`src/common/riscv_pkg.sv`:
```
package riscv_pkg;

    localparam int XLEN       = 32;
    localparam int REG_ADDR_W = 5;
    localparam int NUM_REGS   = 1 << REG_ADDR_W;

    typedef enum logic [6:0] {
        OP     = 7'd51,                 // R-type arithmetic
        LOAD   = 7'd3,
        OP_IMM = 7'd19,                 // I-type arithmetic
        STORE  = 7'd35,
        BRANCH = 7'd99,
        JALR   = 7'd103,
        JAL    = 7'd111,
        LUI    = 7'd55,
        AUIPC  = 7'd23
    } opcode_e;

    typedef enum logic [2:0] {
        ALU_ADD   = 3'd0,
        ALU_SUB   = 3'd1,
        ALU_FUNCT = 3'd2                // funct3/funct7 pick the operation
    } alu_op_e;

    typedef enum logic [3:0] {
        ADD  = 4'd0,
        SUB  = 4'd1,
        SLL  = 4'd2,
        SLT  = 4'd3,
        SLTU = 4'd4,
        XOR  = 4'd5,
        SRL  = 4'd6,
        SRA  = 4'd7,
        OR   = 4'd8,
        AND  = 4'd9
    } alu_ctrl_e;

    typedef enum logic [2:0] {
        IMM_I = 3'd0,
        IMM_S = 3'd1,
        IMM_B = 3'd2,
        IMM_J = 3'd3,
        IMM_U = 3'd4
    } imm_src_e;

    typedef enum logic [1:0] {
        RES_ALU = 2'd0,
        RES_MEM = 2'd1,
        RES_PC4 = 2'd2                  // Link address for jumps
    } result_src_e;

endpackage
```
`src/decode/decode_stage.sv`:
```
`timescale 1ns/10ps

module decode_stage import riscv_pkg::*; (
    input  logic                  clk,
    input  logic                  rst_n,
    input  logic [XLEN-1:0]       instr,
    input  logic [XLEN-1:0]       pc,
    input  logic                  instr_valid,
    input  logic                  stall,
    input  logic                  flush,
    input  logic                  wb_we,
    input  logic [REG_ADDR_W-1:0] wb_rd,
    input  logic [XLEN-1:0]       wb_data,

    output logic                  load_use_stall,
    output logic                  ex_valid,
    output logic                  ex_reg_write,
    output result_src_e           ex_result_src,
    output logic                  ex_mem_write,
    output logic                  ex_jump,
    output logic                  ex_branch,
    output logic                  ex_jalr,
    output logic                  ex_alu_src,
    output logic                  ex_op1_pc,
    output alu_ctrl_e             ex_alu_ctrl,
    output logic [XLEN-1:0]       ex_rs1_data,
    output logic [XLEN-1:0]       ex_rs2_data,
    output logic [XLEN-1:0]       ex_imm,
    output logic [REG_ADDR_W-1:0] ex_rd,
    output logic [REG_ADDR_W-1:0] ex_rs1,
    output logic [REG_ADDR_W-1:0] ex_rs2,
    output logic [XLEN-1:0]       ex_pc
);

    opcode_e         opcode;
    logic            jump_d;
    logic            branch_d;
    result_src_e     result_src;
    logic            mem_write;
    logic            alu_src;
    imm_src_e        imm_src;
    logic            reg_write;
    alu_op_e         alu_op;
    logic            jalr;
    logic            op1_pc;
    logic            rs1_signal;
    logic            rs2_signal;
    alu_ctrl_e       alu_ctrl;
    logic [XLEN-1:0] imm;
    logic [XLEN-1:0] rs1_data;
    logic [XLEN-1:0] rs2_data;
    logic            ex_load;
    logic            id_live;

    assign opcode  = opcode_e'(instr[6:0]);
    assign ex_load = ex_valid && (ex_result_src == RES_MEM);
    assign id_live = instr_valid && !load_use_stall;    // Bubble otherwise

    main_decoder u_main_decoder (
        .opcode     (opcode),
        .jump_d     (jump_d),
        .branch_d   (branch_d),
        .result_src (result_src),
        .mem_write  (mem_write),
        .alu_src    (alu_src),
        .imm_src    (imm_src),
        .reg_write  (reg_write),
        .alu_op     (alu_op),
        .jalr       (jalr),
        .op1_pc     (op1_pc),
        .rs1_signal (rs1_signal),
        .rs2_signal (rs2_signal)
    );

    alu_decoder u_alu_decoder (
        .alu_op    (alu_op),
        .funct3    (instr[14:12]),
        .funct7_b5 (instr[30]),
        .op_r_type (opcode == OP),      // SUB only for register form
        .alu_ctrl  (alu_ctrl)
    );

    imm_gen u_imm_gen (
        .instr   (instr),
        .imm_src (imm_src),
        .imm     (imm)
    );

    reg_file u_reg_file (
        .clk      (clk),
        .rst_n    (rst_n),
        .rs1_addr (instr[19:15]),
        .rs2_addr (instr[24:20]),
        .we       (wb_we),
        .rd_addr  (wb_rd),
        .wd       (wb_data),
        .rs1_data (rs1_data),
        .rs2_data (rs2_data)
    );

    hazard_unit u_hazard_unit (
        .rs1            (instr[19:15]),
        .rs2            (instr[24:20]),
        .rs1_used       (rs1_signal && instr_valid),
        .rs2_used       (rs2_signal && instr_valid),
        .ex_rd          (ex_rd),
        .ex_load        (ex_load),
        .load_use_stall (load_use_stall)
    );

    // ID/EX control fields
    always_ff @(posedge clk or negedge rst_n) begin
        if (!rst_n) begin
            ex_valid      <= 1'b0;
            ex_reg_write  <= 1'b0;
            ex_result_src <= RES_ALU;
            ex_mem_write  <= 1'b0;
            ex_jump       <= 1'b0;
            ex_branch     <= 1'b0;
            ex_jalr       <= 1'b0;
            ex_alu_src    <= 1'b0;
            ex_op1_pc     <= 1'b0;
            ex_alu_ctrl   <= ADD;
        end else if (flush) begin               // Flush wins over stall
            ex_valid      <= 1'b0;
            ex_reg_write  <= 1'b0;
            ex_result_src <= RES_ALU;
            ex_mem_write  <= 1'b0;
            ex_jump       <= 1'b0;
            ex_branch     <= 1'b0;
            ex_jalr       <= 1'b0;
            ex_alu_src    <= 1'b0;
            ex_op1_pc     <= 1'b0;
            ex_alu_ctrl   <= ADD;
        end else if (!stall) begin
            ex_valid      <= id_live;
            ex_reg_write  <= id_live && reg_write;
            ex_result_src <= id_live ? result_src : RES_ALU;
            ex_mem_write  <= id_live && mem_write;
            ex_jump       <= id_live && jump_d;
            ex_branch     <= id_live && branch_d;
            ex_jalr       <= id_live && jalr;
            ex_alu_src    <= id_live && alu_src;
            ex_op1_pc     <= id_live && op1_pc;
            ex_alu_ctrl   <= id_live ? alu_ctrl : ADD;
        end
    end

    // Datapath fields are don't-care in a bubble
    always_ff @(posedge clk or negedge rst_n) begin
        if (!rst_n) begin
            ex_rs1_data <= '0;
            ex_rs2_data <= '0;
            ex_imm      <= '0;
            ex_rd       <= '0;
            ex_rs1      <= '0;
            ex_rs2      <= '0;
            ex_pc       <= '0;
        end else if (!stall) begin
            ex_rs1_data <= rs1_data;
            ex_rs2_data <= rs2_data;
            ex_imm      <= imm;
            ex_rd       <= instr[11:7];
            ex_rs1      <= instr[19:15];
            ex_rs2      <= instr[24:20];
            ex_pc       <= pc;
        end
    end

endmodule

```
`src/logic/hazard_unit.sv`:
```
`timescale 1ns/10ps

module hazard_unit import riscv_pkg::*; (
    input  logic [REG_ADDR_W-1:0] rs1,
    input  logic [REG_ADDR_W-1:0] rs2,
    input  logic                  rs1_used,
    input  logic                  rs2_used,
    input  logic [REG_ADDR_W-1:0] ex_rd,
    input  logic                  ex_load,

    output logic                  load_use_stall
);

    logic load_pending;
    logic rs1_hit;
    logic rs2_hit;

    // Load result is not ready until after memory
    assign load_pending = ex_load && (ex_rd != '0);

    assign rs1_hit = rs1_used && (rs1 == ex_rd);
    assign rs2_hit = rs2_used && (rs2 == ex_rd);

    assign load_use_stall = load_pending && (rs1_hit || rs2_hit);

endmodule

```
`src/logic/reg_file.sv`:
```
`timescale 1ns/10ps

module reg_file import riscv_pkg::*; (
    input  logic                  clk,
    input  logic                  rst_n,
    input  logic [REG_ADDR_W-1:0] rs1_addr,
    input  logic [REG_ADDR_W-1:0] rs2_addr,
    input  logic                  we,
    input  logic [REG_ADDR_W-1:0] rd_addr,
    input  logic [XLEN-1:0]       wd,

    output logic [XLEN-1:0]       rs1_data,
    output logic [XLEN-1:0]       rs2_data
);

    logic [XLEN-1:0] regs [1:NUM_REGS-1];   // x0 has no storage

    always_ff @(posedge clk or negedge rst_n) begin
        if (!rst_n) begin
            for (int i = 1; i < NUM_REGS; i++) begin
                regs[i] <= '0;
            end
        end else if (we && (rd_addr != '0)) begin
            regs[rd_addr] <= wd;
        end
    end

    always_comb begin
        if (rs1_addr == '0)
            rs1_data = '0;
        else if (we && (rd_addr == rs1_addr))
            rs1_data = wd;                  // Write-through
        else
            rs1_data = regs[rs1_addr];

        if (rs2_addr == '0)
            rs2_data = '0;
        else if (we && (rd_addr == rs2_addr))
            rs2_data = wd;
        else
            rs2_data = regs[rs2_addr];
    end

endmodule

```
`src/decode/imm_gen.sv`:
```
`timescale 1ns/10ps

module imm_gen import riscv_pkg::*; (
    input  logic [XLEN-1:0] instr,
    input  imm_src_e        imm_src,

    output logic [XLEN-1:0] imm
);

    always_comb begin
        case (imm_src)
            IMM_I: imm = {{20{instr[31]}}, instr[31:20]};
            IMM_S: imm = {{20{instr[31]}}, instr[31:25], instr[11:7]};
            IMM_B: imm = {{19{instr[31]}}, instr[31], instr[7],
                          instr[30:25], instr[11:8], 1'b0};     // Halfword aligned
            IMM_J: imm = {{11{instr[31]}}, instr[31], instr[19:12],
                          instr[20], instr[30:21], 1'b0};
            IMM_U: imm = {instr[31:12], 12'b0};                   // Upper 20 bits
            default: imm = '0;
        endcase
    end

endmodule

```
`src/decode/alu_decoder.sv`:
```
`timescale 1ns/10ps

module alu_decoder import riscv_pkg::*; (
    input  alu_op_e    alu_op,
    input  logic [2:0] funct3,
    input  logic       funct7_b5,
    input  logic       op_r_type,

    output alu_ctrl_e  alu_ctrl
);

    always_comb begin
        alu_ctrl = ADD;
        case (alu_op)
            ALU_ADD: alu_ctrl = ADD;
            ALU_SUB: alu_ctrl = SUB;
            ALU_FUNCT: begin
                case (funct3)
                    3'b000: alu_ctrl = (op_r_type && funct7_b5) ? SUB : ADD; // No SUBI
                    3'b001: alu_ctrl = SLL;
                    3'b010: alu_ctrl = SLT;
                    3'b011: alu_ctrl = SLTU;
                    3'b100: alu_ctrl = XOR;
                    3'b101: alu_ctrl = funct7_b5 ? SRA : SRL; // Same for SRAI
                    3'b110: alu_ctrl = OR;
                    3'b111: alu_ctrl = AND;
                    default: alu_ctrl = ADD;
                endcase
            end
            default: alu_ctrl = ADD;
        endcase
    end

endmodule

```
`src/decode/main_decoder.sv`:
```
`timescale 1ns/10ps

module main_decoder import riscv_pkg::*; (
    input  opcode_e     opcode,

    output logic        jump_d,
    output logic        branch_d,
    output result_src_e result_src,
    output logic        mem_write,
    output logic        alu_src,
    output imm_src_e    imm_src,
    output logic        reg_write,
    output alu_op_e     alu_op,
    output logic        jalr,
    output logic        op1_pc,
    output logic        rs1_signal,
    output logic        rs2_signal
);

    always_comb begin
        jump_d     = 1'b0;              // Everything off unless decoded
        branch_d   = 1'b0;
        result_src = RES_ALU;
        mem_write  = 1'b0;
        alu_src    = 1'b0;
        imm_src    = IMM_I;
        reg_write  = 1'b0;
        alu_op     = ALU_ADD;
        jalr       = 1'b0;
        op1_pc     = 1'b0;
        rs1_signal = 1'b0;
        rs2_signal = 1'b0;

        case (opcode)
            OP: begin
                reg_write  = 1'b1;
                alu_op     = ALU_FUNCT; // Funct fields decide
                rs1_signal = 1'b1;
                rs2_signal = 1'b1;
            end
            LOAD: begin
                result_src = RES_MEM;   // Data from memory
                alu_src    = 1'b1;
                imm_src    = IMM_I;
                reg_write  = 1'b1;
                alu_op     = ALU_ADD;   // Address = rs1 + imm
                rs1_signal = 1'b1;
            end
            OP_IMM: begin
                alu_src    = 1'b1;
                imm_src    = IMM_I;
                reg_write  = 1'b1;
                alu_op     = ALU_FUNCT;
                rs1_signal = 1'b1;
            end
            STORE: begin
                mem_write  = 1'b1;
                alu_src    = 1'b1;
                imm_src    = IMM_S;
                rs1_signal = 1'b1;
                rs2_signal = 1'b1;      // Store data
            end
            BRANCH: begin
                branch_d   = 1'b1;
                imm_src    = IMM_B;
                alu_op     = ALU_SUB;   // Compare by subtraction
                rs1_signal = 1'b1;
                rs2_signal = 1'b1;
            end
            JALR: begin
                jump_d     = 1'b1;
                alu_src    = 1'b1;
                imm_src    = IMM_I;
                reg_write  = 1'b1;
                jalr       = 1'b1;      // Target is rs1 + imm
                rs1_signal = 1'b1;
            end
            JAL: begin
                jump_d     = 1'b1;
                result_src = RES_PC4;   // rd gets pc + 4
                alu_src    = 1'b1;
                imm_src    = IMM_J;
                reg_write  = 1'b1;
            end
            LUI: begin
                alu_src    = 1'b1;
                imm_src    = IMM_U;
                reg_write  = 1'b1;      // x0 + imm in execute
            end
            AUIPC: begin
                alu_src    = 1'b1;
                imm_src    = IMM_U;
                reg_write  = 1'b1;
                op1_pc     = 1'b1;      // Operand A is the pc
            end
            default: begin
                // Unknown opcode behaves as a NOP
            end
        endcase
    end

endmodule

```
`config.mk`:
```
export PLATFORM = sky130hd
export DESIGN_NAME = decode_stage
export DESIGN_NICKNAME = d
export VERILOG_FILES = /design/src/common/riscv_pkg.sv /design/src/decode/decode_stage.sv /design/src/logic/hazard_unit.sv /design/src/logic/reg_file.sv /design/src/decode/imm_gen.sv /design/src/decode/alu_decoder.sv /design/src/decode/main_decoder.sv
export SDC_FILE = /design/constraint.sdc
export NUM_CORES = 2
export LEC_CHECK = 0
export ABC_AREA = 1
export ABC_CLOCK_PERIOD_IN_PS = 4400
export BUFFER_PORTS_ARGS = -buffer_cell sky130_fd_sc_hd__buf_2
export CORE_ASPECT_RATIO = 0.75
export CORE_MARGIN = 10
export CORE_UTILIZATION = 31
export CTS_CLUSTER_SIZE = 40
export DETAILED_ROUTE_END_ITERATION = 16
export HOLD_SLACK_MARGIN = 0.1
export PLACE_DENSITY_LB_ADDON = 0.12
export SYNTH_ARGS = -nofsm -noshare
export SYNTH_HDL_FRONTEND = slang
export SYNTH_SLANG_ARGS = --single-unit
```
`constraint.sdc`:
```
create_clock -name clk -period 4.4 [get_ports clk]
set_clock_uncertainty 0.15 [all_clocks]
set_input_delay 0.66 -clock clk [delete_from_list [all_inputs] [get_ports clk]]
set_output_delay 0.66 -clock clk [all_outputs]
set_load 0.01 [all_outputs]
```
==> impl_metrics.ini <==
[status]
status = finished clean

[sta]
worstMarginPinSlew_ns = 1.20
fmax_mhz = 303
rsz0062_at_grt = false
setup_violations = 0
fin_ws_ns = 1.10
drv_slew = 0
hold_violations = 0
max-slew-margin-rel_pct = 19.7
setup_tns_ns = 0
fin_crit_ns = 3.30
hold_slack_ns = 0.158
timing.final.crit_share_pct = 74.9

[placement]
pre_cts_ws_ns = 0.969
port_buffers = 264
place.gp.congestion = 0.837
post-dp-hpwl_um = 179000

[worst_setup_path]
critPathKind = in2out
critical_path_required_ns = 3.59
path_cells = dlygate4sd3_1 -> buf_2 -> nor2_1 -> nand2_1 -> inv_1 -> o21ai_0 -> nand2_1 -> nand2_1 -> nand2_1 -> nand2_1 -> inv_1 -> buf_2
critPathMaxStageDelay_ns = 0.56
cp-end-kind = primary output
cpMaxStageDelayCell = dlygate4sd3_1
cp.arrival_ns = 2.49
cp_top_family = buffers and inverters
critPathLaunchType = input port
path_buf_inv = 5
path_max_fanout = 7
path_common_cell = nand2_1

[logic_synthesis]
synth_nets = 9368
synth-seq-area-share_pct = 45.3
synth_area_leader_cell = dfrtp_1
ys_top_cells_by_area = dfrtp_1, nand2_1, nand3_1, o21ai_0, inv_1
ys.warnings.count = 0
avgSynthCellArea_um2 = 6.85
ys_types = 29
syn_area_mm2 = 0.0635
syn_inst = 9259
synthDominantCellAreaShare_pct = 45.3
ys_seq_elements = 1149

[detailed_routing]
ant_nets = 0
drc = 0
drtIter0Drc = 8693
vias = 64900
vias_per_cell = 5.41
avgRoutedWirePerCell_um = 26.1
firstDrtPassIters = 6
drt_wl_total_um = 313000

[pwr]
ir_drop_v = 0.000286
swShare_pct = 33.2
clkPwrFrac_pct = 36.5
combinationalPowerShare_pct = 20.8
p_int_mw = 21.6
p_leak_nw = 35.9
p_sw_mw = 10.7
pwr-share-seq_pct = 42.7
p_per_area_mw_per_mm2 = 442

[floorplanning]
num_io_pins = 265
rows = 143
core_mm2 = 0.203
dieArea_mm2 = 0.223
initial_core_util_pct = 31.2
die_x_um = 542
die_h_um = 412

[final_layout]
regArea_mm2 = 0.0288
layout.cells.most_common_list = nand2_1, nand3_1, dfrtp_1
drive_gt1_share_pct = 7.97
synthToLayoutAreaGrowth_pct = 15.2
nFillCells = 21600
multiInputGateArea_mm2 = 0.0288
fin_nets = 9323
layout_commonest_cell = nand2_1

[flow_run]
drv_cap = 0

[global_route]
grt_overflow = 0
grt_pass1_wl_um = 450000
grt_max_degree = 136
grt_pass1_vias = 60800
antenna_found_initial = 18
grt_util_all_layers_pct = 27.0

[cts]
clockRootBuffer = clkbuf_16
clockBufferDepth = 4
clock-sinks = 1149
clkTransAtPathRegs_ns = 0.05
cts_tree = yes
cts_made_buffers = 139
ctsResizeCount = 0
clock_latency_ns = 0.83
cts_max_level = 4

[hold_path]
hold_class = in2reg
cells by family (layout without fill, tap and decap cells):
family                     after synthesis  after routing  synth area share (%)
DFF                                   1149           1149                  45.3
AOI/OAI and AO/OA                     1459           1459                  11.7
and+or+nand+nor                       5063           5063                  33.3
buffers and inverters                 1586           1629                  9.65
adders and majority gates                2              2                0.0394
other                                    0             11                     0
path summary, 6_finish.rpt:
| kind | depth (start not counted) | startpoint | slack, ns | endpoint |
|---|---|---|---|---|
| worst max-delay path | 12 | instr[3] | 1.10 | load_use_stall |
| worst min-delay path | 4 | instr[6] | 0.16 | ex_result_src[0] |
| worst max register to register | 12 | ex_rd[2] | 2.17 | ex_alu_ctrl[1] |
| worst min register to register | 2 | ex_pc[26] | 0.33 | ex_pc[26] |
| max in group asynchronous | 3 | rst_n | 2.45 | ex_pc[6] |
| min in group asynchronous | 2 | rst_n | 0.29 | u_reg_file.regs[918] |
metal layers:
metal  global-route usage (%)  share of wire, %  wire length, um
met5                        0             0.013               41
met2                     39.6                42           130000
met1                     39.7                45           142000
met3                     5.07               9.5            29600
met4                     8.53               3.5            10900
worst reg2reg max path: stages (launching register included):
cell and delay (ns):
dfrtp_1 0.46, inv_1 0.11, nand2_1 0.07, nand2_1 0.05
nor2_1 0.11, nand2_1 0.06, nor2_1 0.08, nand2_1 0.06
nand2_1 0.07, nand2_1 0.18, nand4_1 0.12, dlygate4sd3_1 0.55
nand2_1 0.05
power groups by stage:
stage	Clock [mW]	Combinational, mW	Sequential [mW]
4_1_cts	12.0	6.68	13.7
3_5_place_dp	0	6.59	13.9
3_3_place_gp	0	6.51	13.9
2_1_floorplan	0	4.28	13.6
6_report	11.8	6.73	13.8
5_1_grt	12.4	7.63	14.0
sequential cells by signal, indices dropped and copies added, names as in the netlist, 2 cells and up:
register / cells
ex_rs1: 5
ex_result_src: 2
ex_alu_ctrl: 4
ex_rs2: 5
ex_rd: 5
ex_pc: 32
u_reg_file.regs: 992
ex_rs1_data: 32
ex_imm: 32
ex_rs2_data: 32
stage by stage:
| stage | utilization (%) | cells | instance area, um2 | power (mW) |
|---|---|---|---|---|
| floorplan | - | 9259 | 63500 | 17.9 |
| global placement | 33.4 | 11700 | 67900 | 20.4 |
| detailed placement | 33.4 | 11700 | 67900 | 20.5 |
| CTS | 36.0 | 12000 | 73100 | 32.4 |
| global route | 36.0 | 12000 | 73100 | 34.0 |
| finish | 36.0 | 12000 | 73100 | 32.3 |
synth_stat cells:
cell type / instances
nand2_1: 3257
nand3_1: 1492
dfrtp_1: 1149
o21ai_0: 998
inv_1: 859
clkbuf_1: 486
a21oi_1: 300
nor2_1: 245
buf_2: 136
o21ai_1: 100
buf_1: 89
o211ai_1: 47
or2_2: 36
inv_2: 11
nand4_1: 9
nor3_2: 9
o31ai_1: 7
clkinv_1: 5
o22ai_1: 5
nor2_2: 3
nor2_4: 3
nor3_1: 3
ha_1: 2
nand3b_1: 2
nor4_1: 2
a21boi_0: 1
nor3b_1: 1
nor4_4: 1
o221ai_1: 1
final cells by class:
type | instances | share of cell area (%)
Tap cell | 2682 | 4.59
Multi-Input combinational cell | 6524 | 39.5
Antenna cell | 11 | 0.0377
Clock inverter | 25 | 0.493
Timing Repair Buffer | 525 | 5.98
Sequential cell | 1149 | 39.3
Clock buffer | 204 | 5.54
Inverter | 875 | 4.55
repair_timing:
action,in CTS,in global routing
hold buffers,80,0
buffers inserted,0,0
endpoints found under the hold margin,240,0
No activity file was read; power rests on OpenSTA's default activity.
